$ cat src/include/mmu_macros.svh
`ifndef MMU_MACROS_SVH
`define MMU_MACROS_SVH

// translation cache size, must be a power of two
`define MMU_TLB_ENTRIES 8

// bit positions inside the PTE flags byte
`define MMU_PTE_V 0
`define MMU_PTE_R 1
`define MMU_PTE_W 2
`define MMU_PTE_X 3

// memory bus command codes
`define MMU_BUS_CMD_READ 3'd1

// memory bus response codes, anything else is a bus error
`define MMU_BUS_RESP_OK 3'd0

`endif

$ cat src/logic/mmu_pkg.sv
`default_nettype none

package mmu_pkg;

    // Sv32 page table entry as it sits in memory
    typedef struct packed {
        logic [11:0] ppn1;
        logic [9:0]  ppn0;
        logic [1:0]  rsw;
        logic [7:0]  flags;
    } pte_t;

    typedef enum logic [1:0] {
        walk_ok,
        walk_pagefault,
        walk_accessfault
    } walk_result_t;

    // one line of the direct-mapped translation cache
    typedef struct packed {
        logic        valid;
        logic [19:0] tag;
        logic [21:0] ppn;
        logic [7:0]  access_bits;
    } tlb_entry_t;

endpackage

`default_nettype wire

$ cat src/logic/mmu_if.sv
`timescale 1ns/1ps
`default_nettype none

// walk requests from the translation cache to the walker
interface walk_if;
    logic                 start;
    logic [19:0]          vpn;
    logic [21:0]          root_ppn;
    logic                 busy;
    logic                 done;
    mmu_pkg::walk_result_t result;
    logic [21:0]          ppn;
    logic [7:0]           access_bits;

    modport requester (
        output start, vpn, root_ppn,
        input  busy, done, result, ppn, access_bits
    );

    modport walker (
        input  start, vpn, root_ppn,
        output busy, done, result, ppn, access_bits
    );
endinterface

// page table reads from the walker to the bus port
interface pt_read_if;
    logic          read;
    logic [33:0]   address;
    logic          done;
    logic [2:0]    response;
    mmu_pkg::pte_t rdata;

    modport master (
        output read, address,
        input  done, response, rdata
    );

    modport port (
        input  read, address,
        output done, response, rdata
    );
endinterface

`default_nettype wire

$ cat src/logic/mmu_tlb.sv
`timescale 1ns/1ps
`default_nettype none
`include "mmu_macros.svh"

module mmu_tlb (
    input  logic        clk,
    input  logic        rst_n,
    input  logic        resolve_request,
    output logic        resolve_ack,
    input  logic [19:0] virtual_address,
    input  logic        satp_mode,
    input  logic [21:0] satp_ppn,
    input  logic        flush,
    output logic        resolve_done,
    output logic        resolve_pagefault,
    output logic        resolve_accessfault,
    output logic [21:0] resolve_physical_address,
    output logic [7:0]  resolve_access_bits,
    walk_if.requester   walk
);

    localparam int INDEX_W = $clog2(`MMU_TLB_ENTRIES);

    typedef enum logic {
        st_idle,
        st_walk
    } state_t;

    state_t              state;
    mmu_pkg::tlb_entry_t entries [`MMU_TLB_ENTRIES];
    mmu_pkg::tlb_entry_t lookup_entry;
    logic [INDEX_W-1:0]  lookup_index;
    logic [INDEX_W-1:0]  fill_index;
    logic [19:0]         saved_vpn;
    logic [21:0]         saved_root;
    logic                start_q;
    logic                flush_pending;
    logic                flush_now;
    logic                accept;
    logic                hit;

    assign lookup_index = virtual_address[INDEX_W-1:0];
    assign fill_index   = saved_vpn[INDEX_W-1:0];
    assign lookup_entry = entries[lookup_index];
    // a flush seen in the same cycle already counts against the lookup
    assign flush_now    = flush || flush_pending;
    assign hit          = lookup_entry.valid && lookup_entry.tag == virtual_address && !flush_now;
    assign resolve_ack  = state == st_idle && !walk.busy;
    assign accept       = resolve_request && resolve_ack;

    assign walk.start    = start_q;
    assign walk.vpn      = saved_vpn;
    assign walk.root_ppn = saved_root;

    always_ff @(posedge clk) begin
        if (!rst_n) begin
            state               <= st_idle;
            start_q             <= 1'b0;
            flush_pending       <= 1'b0;
            resolve_done        <= 1'b0;
            resolve_pagefault   <= 1'b0;
            resolve_accessfault <= 1'b0;
        end else begin
            start_q             <= 1'b0;
            resolve_done        <= 1'b0;
            resolve_pagefault   <= 1'b0;
            resolve_accessfault <= 1'b0;
            case (state)
                st_idle: begin
                    flush_pending <= 1'b0;
                    if (accept) begin
                        if (!satp_mode || hit) begin
                            resolve_done <= 1'b1;
                        end else begin
                            state   <= st_walk;
                            start_q <= 1'b1;
                        end
                    end
                end
                st_walk: begin
                    // flush waits until the walk has finished
                    if (flush) begin
                        flush_pending <= 1'b1;
                    end
                    if (walk.done) begin
                        state               <= st_idle;
                        resolve_done        <= 1'b1;
                        resolve_pagefault   <= walk.result == mmu_pkg::walk_pagefault;
                        resolve_accessfault <= walk.result == mmu_pkg::walk_accessfault;
                    end
                end
                default: state <= st_idle;
            endcase
        end
    end

    always_ff @(posedge clk) begin
        if (accept) begin
            saved_vpn  <= virtual_address;
            saved_root <= satp_ppn;
            if (!satp_mode) begin
                resolve_physical_address <= {2'b00, virtual_address};
                resolve_access_bits      <= 8'hff;
            end else begin
                resolve_physical_address <= lookup_entry.ppn;
                resolve_access_bits      <= lookup_entry.access_bits;
            end
        end else if (state == st_walk && walk.done) begin
            resolve_physical_address <= walk.ppn;
            resolve_access_bits      <= walk.access_bits;
        end
    end

    always_ff @(posedge clk) begin
        if (!rst_n) begin
            for (int i = 0; i < `MMU_TLB_ENTRIES; i++) begin
                entries[i].valid <= 1'b0;
            end
        end else if (state == st_idle && flush_now) begin
            for (int i = 0; i < `MMU_TLB_ENTRIES; i++) begin
                entries[i].valid <= 1'b0;
            end
        end else if (state == st_walk && walk.done && walk.result == mmu_pkg::walk_ok) begin
            // only good translations are cached, faults walk again
            entries[fill_index].valid       <= 1'b1;
            entries[fill_index].tag         <= saved_vpn;
            entries[fill_index].ppn         <= walk.ppn;
            entries[fill_index].access_bits <= walk.access_bits;
        end
    end

endmodule

`default_nettype wire

$ cat src/logic/mmu_ptw.sv
`timescale 1ns/1ps
`default_nettype none
`include "mmu_macros.svh"

module mmu_ptw (
    input  logic       clk,
    input  logic       rst_n,
    walk_if.walker     walk,
    pt_read_if.master  rd
);

    typedef enum logic {
        st_idle,
        st_walk
    } state_t;

    state_t                state;
    logic                  level;
    logic [21:0]           table_base;
    logic [19:0]           saved_vpn;
    logic                  read_q;
    logic [9:0]            vpn_part;
    logic                  pte_valid;
    logic                  pte_read;
    logic                  pte_write;
    logic                  pte_execute;
    logic                  bus_error;
    logic                  pte_invalid;
    logic                  pte_leaf;
    logic                  pte_misaligned;
    logic                  descend;
    mmu_pkg::walk_result_t result;

    // level 1 indexes with vpn[19:10], level 0 with vpn[9:0]
    assign vpn_part   = level ? saved_vpn[19:10] : saved_vpn[9:0];
    assign rd.read    = read_q;
    assign rd.address = {table_base, vpn_part, 2'b00};

    assign pte_valid   = rd.rdata.flags[`MMU_PTE_V];
    assign pte_read    = rd.rdata.flags[`MMU_PTE_R];
    assign pte_write   = rd.rdata.flags[`MMU_PTE_W];
    assign pte_execute = rd.rdata.flags[`MMU_PTE_X];

    assign bus_error      = rd.response != `MMU_BUS_RESP_OK;
    assign pte_invalid    = !pte_valid || (pte_write && !pte_read);
    assign pte_leaf       = pte_read || pte_execute;
    // megapage leaf must have ppn0 clear
    assign pte_misaligned = level && rd.rdata.ppn0 != 10'd0;
    assign descend        = !bus_error && !pte_invalid && !pte_leaf && level;

    always_comb begin
        if (bus_error) begin
            result = mmu_pkg::walk_accessfault;
        end else if (pte_invalid) begin
            result = mmu_pkg::walk_pagefault;
        end else if (pte_leaf) begin
            result = pte_misaligned ? mmu_pkg::walk_pagefault : mmu_pkg::walk_ok;
        end else begin
            // pointer where a leaf was expected
            result = mmu_pkg::walk_pagefault;
        end
    end

    assign walk.busy        = state == st_walk;
    assign walk.done        = state == st_walk && rd.done && !descend;
    assign walk.result      = result;
    assign walk.ppn         = level ? {rd.rdata.ppn1, saved_vpn[9:0]}
                                    : {rd.rdata.ppn1, rd.rdata.ppn0};
    assign walk.access_bits = rd.rdata.flags;

    always_ff @(posedge clk) begin
        if (!rst_n) begin
            state  <= st_idle;
            read_q <= 1'b0;
        end else begin
            read_q <= 1'b0;
            case (state)
                st_idle: begin
                    if (walk.start) begin
                        state  <= st_walk;
                        read_q <= 1'b1;
                    end
                end
                st_walk: begin
                    if (rd.done) begin
                        if (descend) begin
                            read_q <= 1'b1;
                        end else begin
                            state <= st_idle;
                        end
                    end
                end
                default: state <= st_idle;
            endcase
        end
    end

    always_ff @(posedge clk) begin
        if (state == st_idle && walk.start) begin
            level      <= 1'b1;
            table_base <= walk.root_ppn;
            saved_vpn  <= walk.vpn;
        end else if (state == st_walk && rd.done && descend) begin
            level      <= 1'b0;
            table_base <= {rd.rdata.ppn1, rd.rdata.ppn0};
        end
    end

endmodule

`default_nettype wire

$ cat src/logic/mmu_bus_port.sv
`timescale 1ns/1ps
`default_nettype none
`include "mmu_macros.svh"

module mmu_bus_port (
    input  logic        clk,
    input  logic        rst_n,
    pt_read_if.port     rd,
    output logic        mem_transaction,
    output logic [2:0]  mem_cmd,
    output logic [33:0] mem_address,
    input  logic        mem_done,
    input  logic [2:0]  mem_response,
    input  logic [31:0] mem_rdata
);

    logic          done_q;
    logic [2:0]    response_q;
    mmu_pkg::pte_t rdata_q;
    logic          finish;

    assign finish      = mem_transaction && mem_done;
    assign mem_cmd     = `MMU_BUS_CMD_READ;
    assign rd.done     = done_q;
    assign rd.response = response_q;
    assign rd.rdata    = rdata_q;

    always_ff @(posedge clk) begin
        if (!rst_n) begin
            mem_transaction <= 1'b0;
            done_q          <= 1'b0;
        end else begin
            done_q <= 1'b0;
            if (rd.read) begin
                mem_transaction <= 1'b1;
            end else if (finish) begin
                // held until the memory completes
                mem_transaction <= 1'b0;
                done_q          <= 1'b1;
            end
        end
    end

    always_ff @(posedge clk) begin
        if (rd.read) begin
            mem_address <= rd.address;
        end
        if (finish) begin
            response_q <= mem_response;
            rdata_q    <= mmu_pkg::pte_t'(mem_rdata);
        end
    end

endmodule

`default_nettype wire

$ cat src/logic/mmu_top.sv
`timescale 1ns/1ps
`default_nettype none

module mmu_top (
    input  logic        clk,
    input  logic        rst_n,
    input  logic        resolve_request,
    output logic        resolve_ack,
    input  logic [19:0] virtual_address,
    input  logic        satp_mode,
    input  logic [21:0] satp_ppn,
    input  logic        flush,
    output logic        resolve_done,
    output logic        resolve_pagefault,
    output logic        resolve_accessfault,
    output logic [21:0] resolve_physical_address,
    output logic [7:0]  resolve_access_bits,
    output logic        mem_transaction,
    output logic [2:0]  mem_cmd,
    output logic [33:0] mem_address,
    input  logic        mem_done,
    input  logic [2:0]  mem_response,
    input  logic [31:0] mem_rdata
);

    walk_if    walk ();
    pt_read_if rd ();

    // cache and request handling
    mmu_tlb u_tlb (
        .clk                      (clk),
        .rst_n                    (rst_n),
        .resolve_request          (resolve_request),
        .resolve_ack              (resolve_ack),
        .virtual_address          (virtual_address),
        .satp_mode                (satp_mode),
        .satp_ppn                 (satp_ppn),
        .flush                    (flush),
        .resolve_done             (resolve_done),
        .resolve_pagefault        (resolve_pagefault),
        .resolve_accessfault      (resolve_accessfault),
        .resolve_physical_address (resolve_physical_address),
        .resolve_access_bits      (resolve_access_bits),
        .walk                     (walk.requester)
    );

    mmu_ptw u_ptw (
        .clk   (clk),
        .rst_n (rst_n),
        .walk  (walk.walker),
        .rd    (rd.master)
    );

    mmu_bus_port u_bus_port (
        .clk             (clk),
        .rst_n           (rst_n),
        .rd              (rd.port),
        .mem_transaction (mem_transaction),
        .mem_cmd         (mem_cmd),
        .mem_address     (mem_address),
        .mem_done        (mem_done),
        .mem_response    (mem_response),
        .mem_rdata       (mem_rdata)
    );

endmodule

`default_nettype wire

$ cat config.mk
export PLATFORM = sky130hd
export DESIGN_NAME = mmu_top
export DESIGN_NICKNAME = d
export VERILOG_FILES = /design/src/logic/mmu_pkg.sv /design/src/logic/mmu_if.sv /design/src/logic/mmu_tlb.sv /design/src/logic/mmu_ptw.sv /design/src/logic/mmu_bus_port.sv /design/src/logic/mmu_top.sv
export VERILOG_INCLUDE_DIRS = /design/src /design/src/include
export SDC_FILE = /design/constraint.sdc
export NUM_CORES = 1
export LEC_CHECK = 0
export BUFFER_PORTS_ARGS = -buffer_cell sky130_fd_sc_hd__buf_2
export CORE_UTILIZATION = 55
export DETAILED_ROUTE_END_ITERATION = 8
export GPL_TIMING_DRIVEN = 1
export PLACE_DENSITY = 0.74
export REMOVE_ABC_BUFFERS = 1
export SLEW_MARGIN = 25
export SYNTH_ARGS = -nofsm -noshare
export SYNTH_HDL_FRONTEND = slang
export SYNTH_SLANG_ARGS = --single-unit
$ cat constraint.sdc
create_clock -name clk -period 9.24 [get_ports clk]
set_input_delay 0.462 -clock clk [delete_from_list [all_inputs] [get_ports clk]]
set_output_delay 0.462 -clock clk [all_outputs]
set_load 0.01 [all_outputs]
## Word level (Yosys, flattened, before mapping)

Memory sizes are Yosys's and may differ from the RTL's.
Cells that the tools add are included.

| operators by class | value |
|---|---|
| reductions and logical operators | 40 |
| bitwise logic cells | 11 |
| eq/ne operators | 4 |
| multiplexer cells | 52 |

Operators by type and width:

| cell | number |
|---|---|
| $mux 22 | 5 |
| $mux 51 | 1 |
| $reduce_or 51->1 | 1 |
| $mux 1 | 31 |
| $mux 8 | 3 |
| $eq 20x20->1 | 1 |
| $mux 10 | 2 |
| $logic_and 1x1->1 | 17 |
| $pmux 1 s2 | 5 |
| $reduce_bool 10->1 | 1 |
| $logic_not 1->1 | 9 |
| $mux 2 | 4 |
| $or 1x1->1 | 8 |
| $reduce_bool 2->1 | 3 |
| $logic_or 1x1->1 | 4 |
| $reduce_or 2->1 | 2 |
| $mux 3 | 1 |
| $not 1->1 | 3 |
| $reduce_and 3->1 | 1 |
| $reduce_bool 3->1 | 1 |
| $eq 2x1->1 const B | 1 |
| $eq 2x2->1 const B | 1 |
| $logic_not 2->1 | 1 |
| $ne 2x2->1 const B | 1 |

| storage, ports and cells | value |
|---|---|
| register bits | 190 |
| memory bits (writable) | 408 |
| input port bits | 83 |
| memories kept | 1 |

Memories:

| name | words | bits a word | read ports | clocked after memory_dff | wr ports | line | RTL |
|---|---|---|---|---|---|---|---|
| u_tlb.entries | 8 | 51 | 1 | 0 | 8 | mmu_tlb.sv:30 | `` mmu_pkg::tlb_entry_t entries [`MMU_TLB_ENTRIES]; `` |

## Depth between registers and ports, before layout

Gate-level depths: netlist of run 1.

| logic depth | value |
|---|---|
| depth in word-level cells | 17 |
| depth in mapped cells | 11 |
| gate-level depth less buffers | 7 |

## Cells and area by module

From an unflattened synthesis of run 1, not the netlist that was laid out.

| unflattened totals | value |
|---|---|
| cell total of the unflattened synthesis | 1144 |
| area total of the unflattened synthesis | 22814.4 µm² |

Modules (own cells, without submodules):

| module | seq. area each (µm²) | cells an instance | area each (µm²) | instances |
|---|---|---|---|---|
| mmu_tlb | 14453.9 | 927 | 18511.5 | 1 |
| mmu_bus_port | 2112.0 | 80 | 2173.3 | 1 |
| mmu_ptw | 1321.3 | 137 | 2129.5 | 1 |

## Worst setup path before layout of run 1

Ideal clock, no wire load.

| timing | value |
|---|---|
| kind | register -> register |
| start point | register u_bus_port.rdata_q, in the netlist u_bus_port.rd.rdata[3] |
| end point | memory u_tlb.entries[0][0] in the netlist's numbering (enable) |
| slack | 3.533 ns |
| data arrival time | 5.175 ns |
| period minus slack after synthesis | 5.707 ns |
| data required time | 8.707 ns |
| stages on the path, launching flop included | 7 |
| path buffers | 0 |
| cell sequence | edfxtp_1 > nor3_1 > a41oi_1 > and3_1 > and3_1 > nor2b_1 > nor3b_1 |

RTL lines:

| item | line | RTL |
|---|---|---|
| from (decl) | mmu_bus_port.sv:19 | `mmu_pkg::pte_t rdata_q;` |
| from (signal assigned) | mmu_bus_port.sv:50 | `rdata_q <= mmu_pkg::pte_t'(mem_rdata);` |
| to (decl) | mmu_tlb.sv:30 |  |

==> flow_metrics.tcl, run 1 <==
set metrics [dict create \
    status "complete, no violations" \
    post_cts.repair.setup_buffers 0 \
    hold_path.class "input pin to flop" \
    drv_cap 0 \
    synth_top_cell_by_area "edfxtp_1" \
    grt_usage 0.2321 \
    ctsLongestPathBuffers 3 \
    synth_edf_count 579 \
    synth_cells 1071 \
    startpoint_type "flop" \
    synth_common_cells "579 x edfxtp_1, 86 x mux4_2, 51 x nand2_1, 50 x mux2_2, 39 x mux2i_1" \
    synth-seq-cells 598 \
    synth_seq_area_share 0.7921 \
    rsz0062_at_grt "no" \
    finalClockSkew_ns 0.02314 \
    final_nets 1334 \
    crit_fanout 29 \
    drive_gt1_frac 0.3099 \
    dpl_cell_area_um2 23770 \
    final.setup.tns_ns 0 \
    synthMostInstantiatedCell "edfxtp_1" \
    grt_pass1_vias 11194 \
    synth_warnings 0 \
    async_reset_ff_frac 0 \
    cp.arrival_ns 3.92 \
    worstMarginPinSlew_ns 0.9479 \
    drtAntennaViolNets 0 \
    yosys.area.top_type_share 0.7751 \
    die_h_um 204.0 \
    fin_area_um2 25670 \
    port_buffers 147 \
    cts_buffers 58 \
    peakVddDrop_uv 158.8 \
    area_growth_pct 14.45 \
    grt_use_met2 0.3790 \
    die-width_um 204.0 \
    clkTransAtPathRegs_ns 0.06 \
    synthTopCellsByArea "edfxtp_1 78%, mux4_2 8.6%, mux2_2 2.5%" \
    ys.flop_type "edfxtp_1" \
    ios 155 \
    cts_root_buf "clkbuf_16" \
    die_area_um2 41600 \
    syn_area_um2 22430 \
    drc 0 \
    relSlewSlack 0.3681 \
    core_um2 40010 \
    p_leak_nw 8.680 \
    power_mw 5.636 \
    whs_ns 0.03348 \
    avgViaCountPerCell 5.920 \
    drt_iter0_drc 1109 \
    wl_um 46690 \
    crit_type "flop to flop" \
    dr_total_vias 10792 \
    first_pass_iters 5 \
    busiest_layer "met2" \
    dp_hpwl_um 25290 \
    row_count 73 \
    fin_crit_ns 3.692 \
    cts_tree "yes" \
    max_freq_ghz 0.2709 \
    grt_max_degree 59 \
    avgSynthCellArea_um2 20.94 \
    met1_usage 0.3256 \
    cp-end-kind "flop" \
    power_density_nw_per_um2 219.5 \
    initial_utilization 0.5607 \
    cts_sinks 598 \
    cts_max_level 2 \
    hold_viol 0 \
    setup_violations 0 \
    grt_pass1_wl_um 69380 \
    ys_types 54 \
    cts_resized 0 \
    fin_crit_sh 0.3996 \
    grtUsageMet3 0.03476 \
    wl_per_cell_um 25.61 \
    grt.overflow.total 0 \
    drv_slew 0 \
    clk_latency_ns 0.60 \
    globalplace.congestion 0.7411 \
    required_ns 9.47 \
    antenna_found_initial 2 \
    postCtsHoldBufs 0 \
]
## cells in the final DEF, fill, tap and decap left out, types with 4 or more instances in the layout
master,Yosys,final
o21ai_1,16,16
o22a_1,9,9
a22oi_1,4,4
mux2i_1,39,39
dfxtp_1,19,18
edfxtp_1,579,579
xor2_1,11,11
nand2_1,51,50
a21oi_1,15,15
nand3_1,4,4
xnor2_1,5,5
nand4_1,4,4
nor2b_1,10,9
nor2_1,22,21
nand2b_1,5,4
o31ai_1,4,4
clkinv_2,0,9
clkinv_1,1,15
mux4_2,86,86
mux2_2,50,50
clkbuf_16,0,59
clkbuf_1,21,12
buf_2,12,144
a21o_1,9,9
bufinv_16,0,7
nor3_1,9,8
o21ai_0,18,18
buf_4,15,24
conb_1,2,5
## worst max-delay path: stages (launching register included)
cell	delay (ns)
edfxtp_1	0.49
nor4_1	0.60
nand3_1	0.21
a21oi_1	0.22
and3_1	0.19
nor2b_1	0.22
and3_2	0.75
buf_4	0.60
## layer usage
layer | vias up | wire, um
met5 | - | 0
met4 | 0 | 1002
met3 | 59 | 2988
met2 | 431 | 23170
met1 | 5595 | 19530
li1 | 4707 | -
## where the power goes
part	internal (mW)	switching [mW]
Sequential	3.02	0.0327
Combinational	0.101	0.153
Clock	1.36	0.966
## registers in the layout, summed over array words and instances, names as in the netlist, 3 cells and up
register / cells
u_bus_port.mem_address: 32
u_bus_port.rd.rdata: 30
u_bus_port.rd.response: 3
u_ptw.saved_vpn: 20
u_ptw.table_base: 22
u_tlb.entries: 408
u_tlb.resolve_access_bits: 8
u_tlb.resolve_physical_address: 22
u_tlb.walk.root_ppn: 22
u_tlb.walk.vpn: 20
## cell families (layout without fill, tap and decap cells)
group | count (synthesis) | count (layout) | share of synthesized area
compound gates | 89 | 89 | 0.02527
simple gates | 130 | 130 | 0.02917
buf+inv | 56 | 279 | 0.01355
flops | 598 | 598 | 0.7921
mux | 180 | 180 | 0.1334
other cells | 2 | 6 | 0.0003348
xor+xnor | 16 | 16 | 0.006247
## final cells by class
class	count	area, um2
Fill cell	2726	14330
Antenna cell	1	2.502
Inverter	3	12.51
Clock buffer	71	1521
Multi-Input combinational cell	420	4422
Timing Repair Buffer	170	939.7
Sequential cell	598	17770
Tap cell	525	656.9
Clock inverter	35	347.8
## per-stage QoR
stage | setup slack, ns | utilization | std cells
finish | 5.548 | 0.6417 | 1823
global route | 5.262 | 0.6417 | 1823
CTS | 5.388 | 0.6409 | 1821
detailed placement | 4.990 | 0.5941 | 1715
global placement | 5.097 | 0.5941 | 1715
floorplan | 3.502 | - | 1021
## path summary, 6_finish.rpt
kind,from,slack [ns],cells past startpoint,to
min reg2reg,u_ptw.table_base[16]$_DFFE_PP_,0.42,0,u_bus_port.mem_address[28]$_DFFE_PP_
max,u_bus_port.rd.rdata[16]$_DFFE_PP_,5.55,7,u_tlb.entries[6][36]$_DFFE_PP_
min,mem_rdata[27],0.03,1,u_bus_port.rd.rdata[27]$_DFFE_PP_
max reg2reg,u_bus_port.rd.rdata[16]$_DFFE_PP_,5.55,7,u_tlb.entries[6][36]$_DFFE_PP_
Power figures use the tool's default switching activity.
==> inputs of run 2 (changes only) <==
--- a/config.mk
+++ b/config.mk
@@ -7,10 +7,10 @@
 export NUM_CORES = 1
 export LEC_CHECK = 0
 export BUFFER_PORTS_ARGS = -buffer_cell sky130_fd_sc_hd__buf_2
-export CORE_UTILIZATION = 55
+export CORE_UTILIZATION = 54
 export DETAILED_ROUTE_END_ITERATION = 8
 export GPL_TIMING_DRIVEN = 1
-export PLACE_DENSITY = 0.74
+export PLACE_DENSITY = 0.75
 export REMOVE_ABC_BUFFERS = 1
 export SLEW_MARGIN = 25
 export SYNTH_ARGS = -nofsm -noshare
==> constraint.sdc (replaced) <==
create_clock -name clk -period 3 [get_ports clk]
set_input_delay 0.15 -clock clk [delete_from_list [all_inputs] [get_ports clk]]
set_output_delay 0.15 -clock clk [all_outputs]
set_load 0.01 [all_outputs]
==> flow_metrics.tcl, run 2 (synthesis gave the netlist of run 1 again) <==
set metrics [dict create \
    avgViaCountPerCell 5.840 \
    p_clk_frac 0.410 \
    peakVddDrop_uv 458.2 \
    dp_cells 1761 \
    core_um2 40920 \
    hold_path.class "input pin to flop" \
    dpl_worst_slack_ns 0.2337 \
    fin_area_um2 26980 \
    hold_viol 0 \
    min_to "u_tlb.resolve_physical_address[14]$_DFFE_PP_" \
    clk_latency_ns 0.61 \
    rr_worst_depth 7 \
    die_area_um2 42360 \
    reg2reg_setup_slack_ns 0.24 \
    cts_sinks 598 \
    rsz0062_at_grt "no" \
    ctsLongestPathBuffers 3 \
    r2r_start "u_bus_port.rd.rdata[19]$_DFFE_PP_" \
    drc 0 \
    drv_slew 0 \
    area_growth_pct 20.28 \
    final_common_cell "edfxtp_1" \
    final_nets 1448 \
    setup_violations 0 \
    status "complete, no violations" \
    finalClockSkew_ns 0.02198 \
    initial_utilization 0.5481 \
    whs_ns 0.2270 \
    cts_resized 0 \
    swShare 0.2054 \
    grt_pass1_wl_um 71530 \
    worstMarginPinSlew_ns 0.7747 \
    cts_tree "yes" \
    cp.arrival_ns 3.03 \
    p_switching_mw 3.592 \
    antenna_found_initial 0 \
    seq_power_share 0.538 \
    clkTransAtPathRegs_ns 0.06 \
    startpoint_type "flop" \
    cts_max_level 2 \
    drtAntennaViolNets 0 \
    mostFrequentLayoutCells "579 x edfxtp_1, 144 x buf_2, 86 x mux4_2, 76 x dlygate4sd3_1, 59 x clkbuf_16" \
    regMostFlops "u_tlb.entries" \
    cts_buffers 58 \
    pwr-share-comb 0.052 \
    drt_iter0_drc 974 \
    largest_reg_flops 408 \
    drv_cap 0 \
    cp-end-kind "flop" \
    grt_usage 0.2349 \
    cts_root_buf "clkbuf_16" \
    fin_cells 1944 \
    grt.overflow.total 0 \
    n_antenna_cell 0 \
    power_mw 17.48 \
    ios 155 \
    drive_gt1_frac 0.3159 \
    final.setup.tns_ns 0 \
    dp_hpwl_um 27790 \
    relSlewSlack 0.4835 \
    die-width_um 205.8 \
    setup_ws_ns 0.2429 \
    crit_fanout 15 \
    row_count 74 \
    regToRegEndpoint "u_tlb.entries[0][27]$_DFFE_PP_" \
    grt_max_degree 44 \
    fin_crit_sh 0.9190 \
    internal_power_mw 13.89 \
    max_freq_ghz 0.3627 \
    worstHoldPathCells 3 \
    first_pass_iters 7 \
    fillers 2607 \
    utilization 0.6593 \
    globalplace.congestion 0.7602 \
    grt_pass1_vias 11736 \
    required_ns 3.27 \
    power_density_nw_per_um2 648.0 \
    die_h_um 205.8 \
    crit_type "flop to flop" \
    wl_um 48100 \
    port_buffers 147 \
    dr_total_vias 11353 \
    dpl_cell_area_um2 24330 \
    p_leak_nw 9.266 \
    wl_per_cell_um 24.74 \
    min-delay-start "resolve_request" \
    fin_crit_ns 2.757 \
]
run 2: cell types whose count changed in the layout (fill, tap and decap cells not counted), moves of 3 or more:
cell and change:
buf_12 +21, clkinv_1 -9, bufinv_16 -3, clkbuf_8 +9
clkbuf_1 +4, buf_4 +18, dlygate4sd3_1 +76
run 2: worst max path at each step:
stage                                       from  slack (ns)  depth (start not counted)                        endpoint
6_report       u_bus_port.rd.rdata[19]$_DFFE_PP_        0.24                          7  u_tlb.entries[0][27]$_DFFE_PP_
2_1_floorplan           u_ptw.level$_SDFFE_PP1P_       -2.74                          5   u_tlb.entries[0][0]$_DFFE_PP_
5_1_grt        u_bus_port.rd.rdata[19]$_DFFE_PP_        0.11                          7  u_tlb.entries[0][16]$_DFFE_PP_
4_1_cts        u_bus_port.rd.rdata[19]$_DFFE_PP_        0.24                          7  u_tlb.entries[0][27]$_DFFE_PP_
3_5_place_dp                  virtual_address[1]        0.23                          9   u_tlb.resolve_done$_SDFF_PN0_
3_3_place_gp                  virtual_address[1]        0.29                         10   u_tlb.resolve_done$_SDFF_PN0_
run 2: layout make-up:
class | count | area [um2] | share of cell area
sequential | 598 | 17770 | 0.6587
multi-input combinational | 420 | 4417 | 0.1637
timing repair buffer | 284 | 2228 | 0.08260
clock buffer | 84 | 1660 | 0.06154
tap | 532 | 665.6 | 0.02467
clock inverter | 23 | 225.2 | 0.008348
inverter | 3 | 12.51 | 0.0004638
run 2: power by group through the flow:
stage	sequential, mW	clock (mW)	combinational (mW)
2_1_floorplan	9.58	0	0.374
3_3_place_gp	9.58	0	0.815
3_5_place_dp	9.59	0	0.831
4_1_cts	9.41	7.28	0.914
5_1_grt	9.43	7.61	0.974
6_report	9.41	7.17	0.902
run 2: critical path, stage by stage, from the launching register on:
cell      delay [ns]
edfxtp_1        0.51
nor4_1          0.43
nand3_1         0.17
a21oi_1         0.20
and3_1          0.19
nor2b_1         0.25
nor3b_2         0.32
buf_4           0.34
run 2: timing repair:
| action | 4_1_cts | 5_1_grt |
|---|---|---|
| setup buffers | 0 | 0 |
| hold endpoints to repair | 87 | 0 |
| hold buffers | 76 | 0 |
| endpoints found under the setup margin | 0 | 0 |
run 2: routing by layer:
metal	wire length [um]	part of all wire	global-route usage	vias to the layer above
met5	0	0	0	-
met4	1315	0.027	0.08325	0
met3	2812	0.058	0.03468	85
met2	23610	0.49	0.3802	449
met1	20360	0.42	0.3289	5879
li1	-	-	-	4940
==> inputs of run 3 (changes only) <==
==> constraint.sdc (replaced) <==
create_clock -name clk -period 2.2 [get_ports clk]
set_input_delay 0.11 -clock clk [delete_from_list [all_inputs] [get_ports clk]]
set_output_delay 0.11 -clock clk [all_outputs]
set_load 0.01 [all_outputs]
==> flow_metrics.tcl, run 3 (synthesis gave the netlist of run 1 again) <==
set metrics [dict create \
    crit_type "flop to flop" \
    regMostFlops "u_tlb.entries" \
    mostFrequentLayoutCells "579 x edfxtp_1, 144 x buf_2, 86 x mux4_2, 81 x buf_4, 77 x dlygate4sd3_1" \
    fin_crit_ns 2.608 \
    drv_cap 0 \
    hold_path.class "input pin to flop" \
    power_density_nw_per_um2 842.3 \
    route.met2.wl_um 28670 \
    grt_pass1_wl_um 78510 \
    multi_input_area_um2 4524 \
    seq_area_um2 17770 \
    cts_sinks 598 \
    utilization 0.6962 \
    grt_usage 0.2604 \
    route.layer.met1.wl_um 21450 \
    drc 0 \
    drt_iter0_drc 1449 \
    cp_cell_sequence "nor4_2 > buf_4 > nand3_4 > a21oi_4 > and3_4 > nand2_4 > nor3b_4 > buf_6 > buf_12 > buf_16" \
    power_mw 24.00 \
    startpoint_type "flop" \
    p_switching_mw 5.040 \
    initial_utilization 0.5481 \
    crit_fanout 8 \
    max_freq_ghz 0.3835 \
    rsz0062_at_grt "yes" \
    dp_hpwl_um 31110 \
    swShare 0.2100 \
    relSlewSlack 0.4345 \
    avgViaCountPerCell 6.097 \
    drive_gt1_frac 0.3645 \
    cts_max_level 2 \
    crit_buf_inv 4 \
    dpl_cell_area_um2 24850 \
    required_ns 2.51 \
    ios 155 \
    drtAntennaViolNets 0 \
    r2r_start "u_bus_port.rd.rdata[16]$_DFFE_PP_" \
    port_buffers 147 \
    clk_latency_ns 0.61 \
    pwr-share-comb 0.057 \
    n_antenna_cell 0 \
    grt_pass1_vias 12582 \
    dr_wl_met3_um 5347 \
    cts_tree "yes" \
    p_leak_nw 9.966 \
    globalplace.congestion 0.8009 \
    final_common_cell "edfxtp_1" \
    internal_power_mw 18.96 \
    fin_area_um2 28490 \
    wl_per_cell_um 28.02 \
    first_pass_iters 5 \
    core_um2 40920 \
    cp.arrival_ns 2.92 \
    fillers 2405 \
    peakVddDrop_uv 781.3 \
    hold_viol 0 \
    final_nets 1544 \
    status "finished with violations" \
    cts_buffers 58 \
    whs_ns 0.1194 \
    drv_slew 0 \
    die_h_um 205.8 \
    largest_reg_flops 408 \
    failed_checks "setup timing" \
    setup_violations 411 \
    row_count 74 \
    min-delay-start "virtual_address[2]" \
    setup_ws_ns -0.4078 \
    wl_um 57110 \
    seq_power_share 0.536 \
    die_area_um2 42360 \
    slowest_delay_ns 0.41 \
    min_to "u_tlb.walk.vpn[2]$_DFFE_PP_" \
    worstMarginPinSlew_ns 0.8483 \
    p_clk_frac 0.407 \
    grt.overflow.total 0 \
    die-width_um 205.8 \
    regToRegEndpoint "u_tlb.entries[3][30]$_DFFE_PP_" \
    cp-end-kind "flop" \
    antenna_found_initial 0 \
    crit_family "simple AND/OR/NAND/NOR gates" \
    grt_max_degree 34 \
    ctsLongestPathBuffers 3 \
    clkTransAtPathRegs_ns 0.06 \
    worstHoldPathCells 2 \
    cts_root_buf "clkbuf_16" \
    cp_slowest_cell "edfxtp_1" \
    reg2reg_setup_slack_ns -0.41 \
    fin_crit_sh 1.185 \
    finalClockSkew_ns 0.02768 \
    topRoutingLayerUsed "met4" \
    dr_total_vias 12426 \
    rr_worst_depth 10 \
    area_growth_pct 27.01 \
]
[run 3: changes by cell type in the layout (fill, tap and decap cells not counted), sizes merged]
cell         previous run  this run
clkinv                 17        19
bufbuf                  0         1
buf                   208       294
dlygate4sd3            76        77
clkbuf                 84        88
[run 3: area by class of cell]
cell class                 instances  area share
sequential                       598      0.6237
multi-input combinational        420      0.1588
timing repair buffer             380      0.1284
clock buffer                      80     0.05740
tap                              532     0.02336
clock inverter                    25    0.007949
inverter                           3   0.0004392
[run 3: how the worst max path moves through the flow]
| stage | startpoint | endpoint | slack (ns) | depth (start not counted) |
|---|---|---|---|---|
| after floorplan | u_ptw.level$_SDFFE_PP1P_ | u_tlb.entries[0][0]$_DFFE_PP_ | -3.54 | 5 |
| after global placement | virtual_address[1] | u_tlb.walk.start$_SDFF_PP0_ | -0.24 | 8 |
| after detailed placement | u_bus_port.rd.rdata[16]$_DFFE_PP_ | u_tlb.entries[0][6]$_DFFE_PP_ | -0.39 | 9 |
| after CTS | u_bus_port.rd.rdata[13]$_DFFE_PP_ | u_tlb.entries[0][30]$_DFFE_PP_ | -0.25 | 10 |
| after global routing | u_bus_port.rd.rdata[16]$_DFFE_PP_ | u_tlb.entries[3][27]$_DFFE_PP_ | -0.45 | 10 |
| final | u_bus_port.rd.rdata[16]$_DFFE_PP_ | u_tlb.entries[3][30]$_DFFE_PP_ | -0.41 | 10 |
[run 3: repair_timing]
item,in CTS,in global routing
resized for setup,40,18
endpoints found under the hold margin,92,0
hold buffers,77,0
setup endpoints to repair,411,411
setup buffers,14,10
cloned,12,10
pin swaps,8,10
[run 3: worst reg2reg max path, stage by stage, from the launching register on]
cell,delay (ns)
edfxtp_1,0.41
nor4_2,0.31
buf_4,0.20
nand3_4,0.10
a21oi_4,0.19
and3_4,0.23
nand2_4,0.10
nor3b_4,0.34
buf_6,0.19
buf_12,0.13
buf_16,0.13
[run 3: per-layer routing]
layer,global-route usage,vias up
met5,0,-
met1,0.3497,6399
met4,0.08561,0
met2,0.4348,773
met3,0.04593,111
li1,-,5143
[run 3: stage by stage]
step,worst slack (ns),TNS (ns),instances
floorplan,-3.538,-1033.05,1021
global placement,-0.2394,-58.95,1813
detailed placement,-0.3929,-122.75,1813
CTS,-0.2534,-69.98,2020
global route,-0.4532,-151.47,2038
finish,-0.4078,-128.83,2038
[run 3: power by group through the flow]
stage,Clock [mW],Combinational (mW),Sequential (mW)
2_1_floorplan,0,0.510,13.1
3_3_place_gp,0,1.21,13.1
3_5_place_dp,0,1.23,13.1
4_1_cts,9.80,1.35,12.8
5_1_grt,10.3,1.46,12.9
6_report,9.77,1.37,12.9
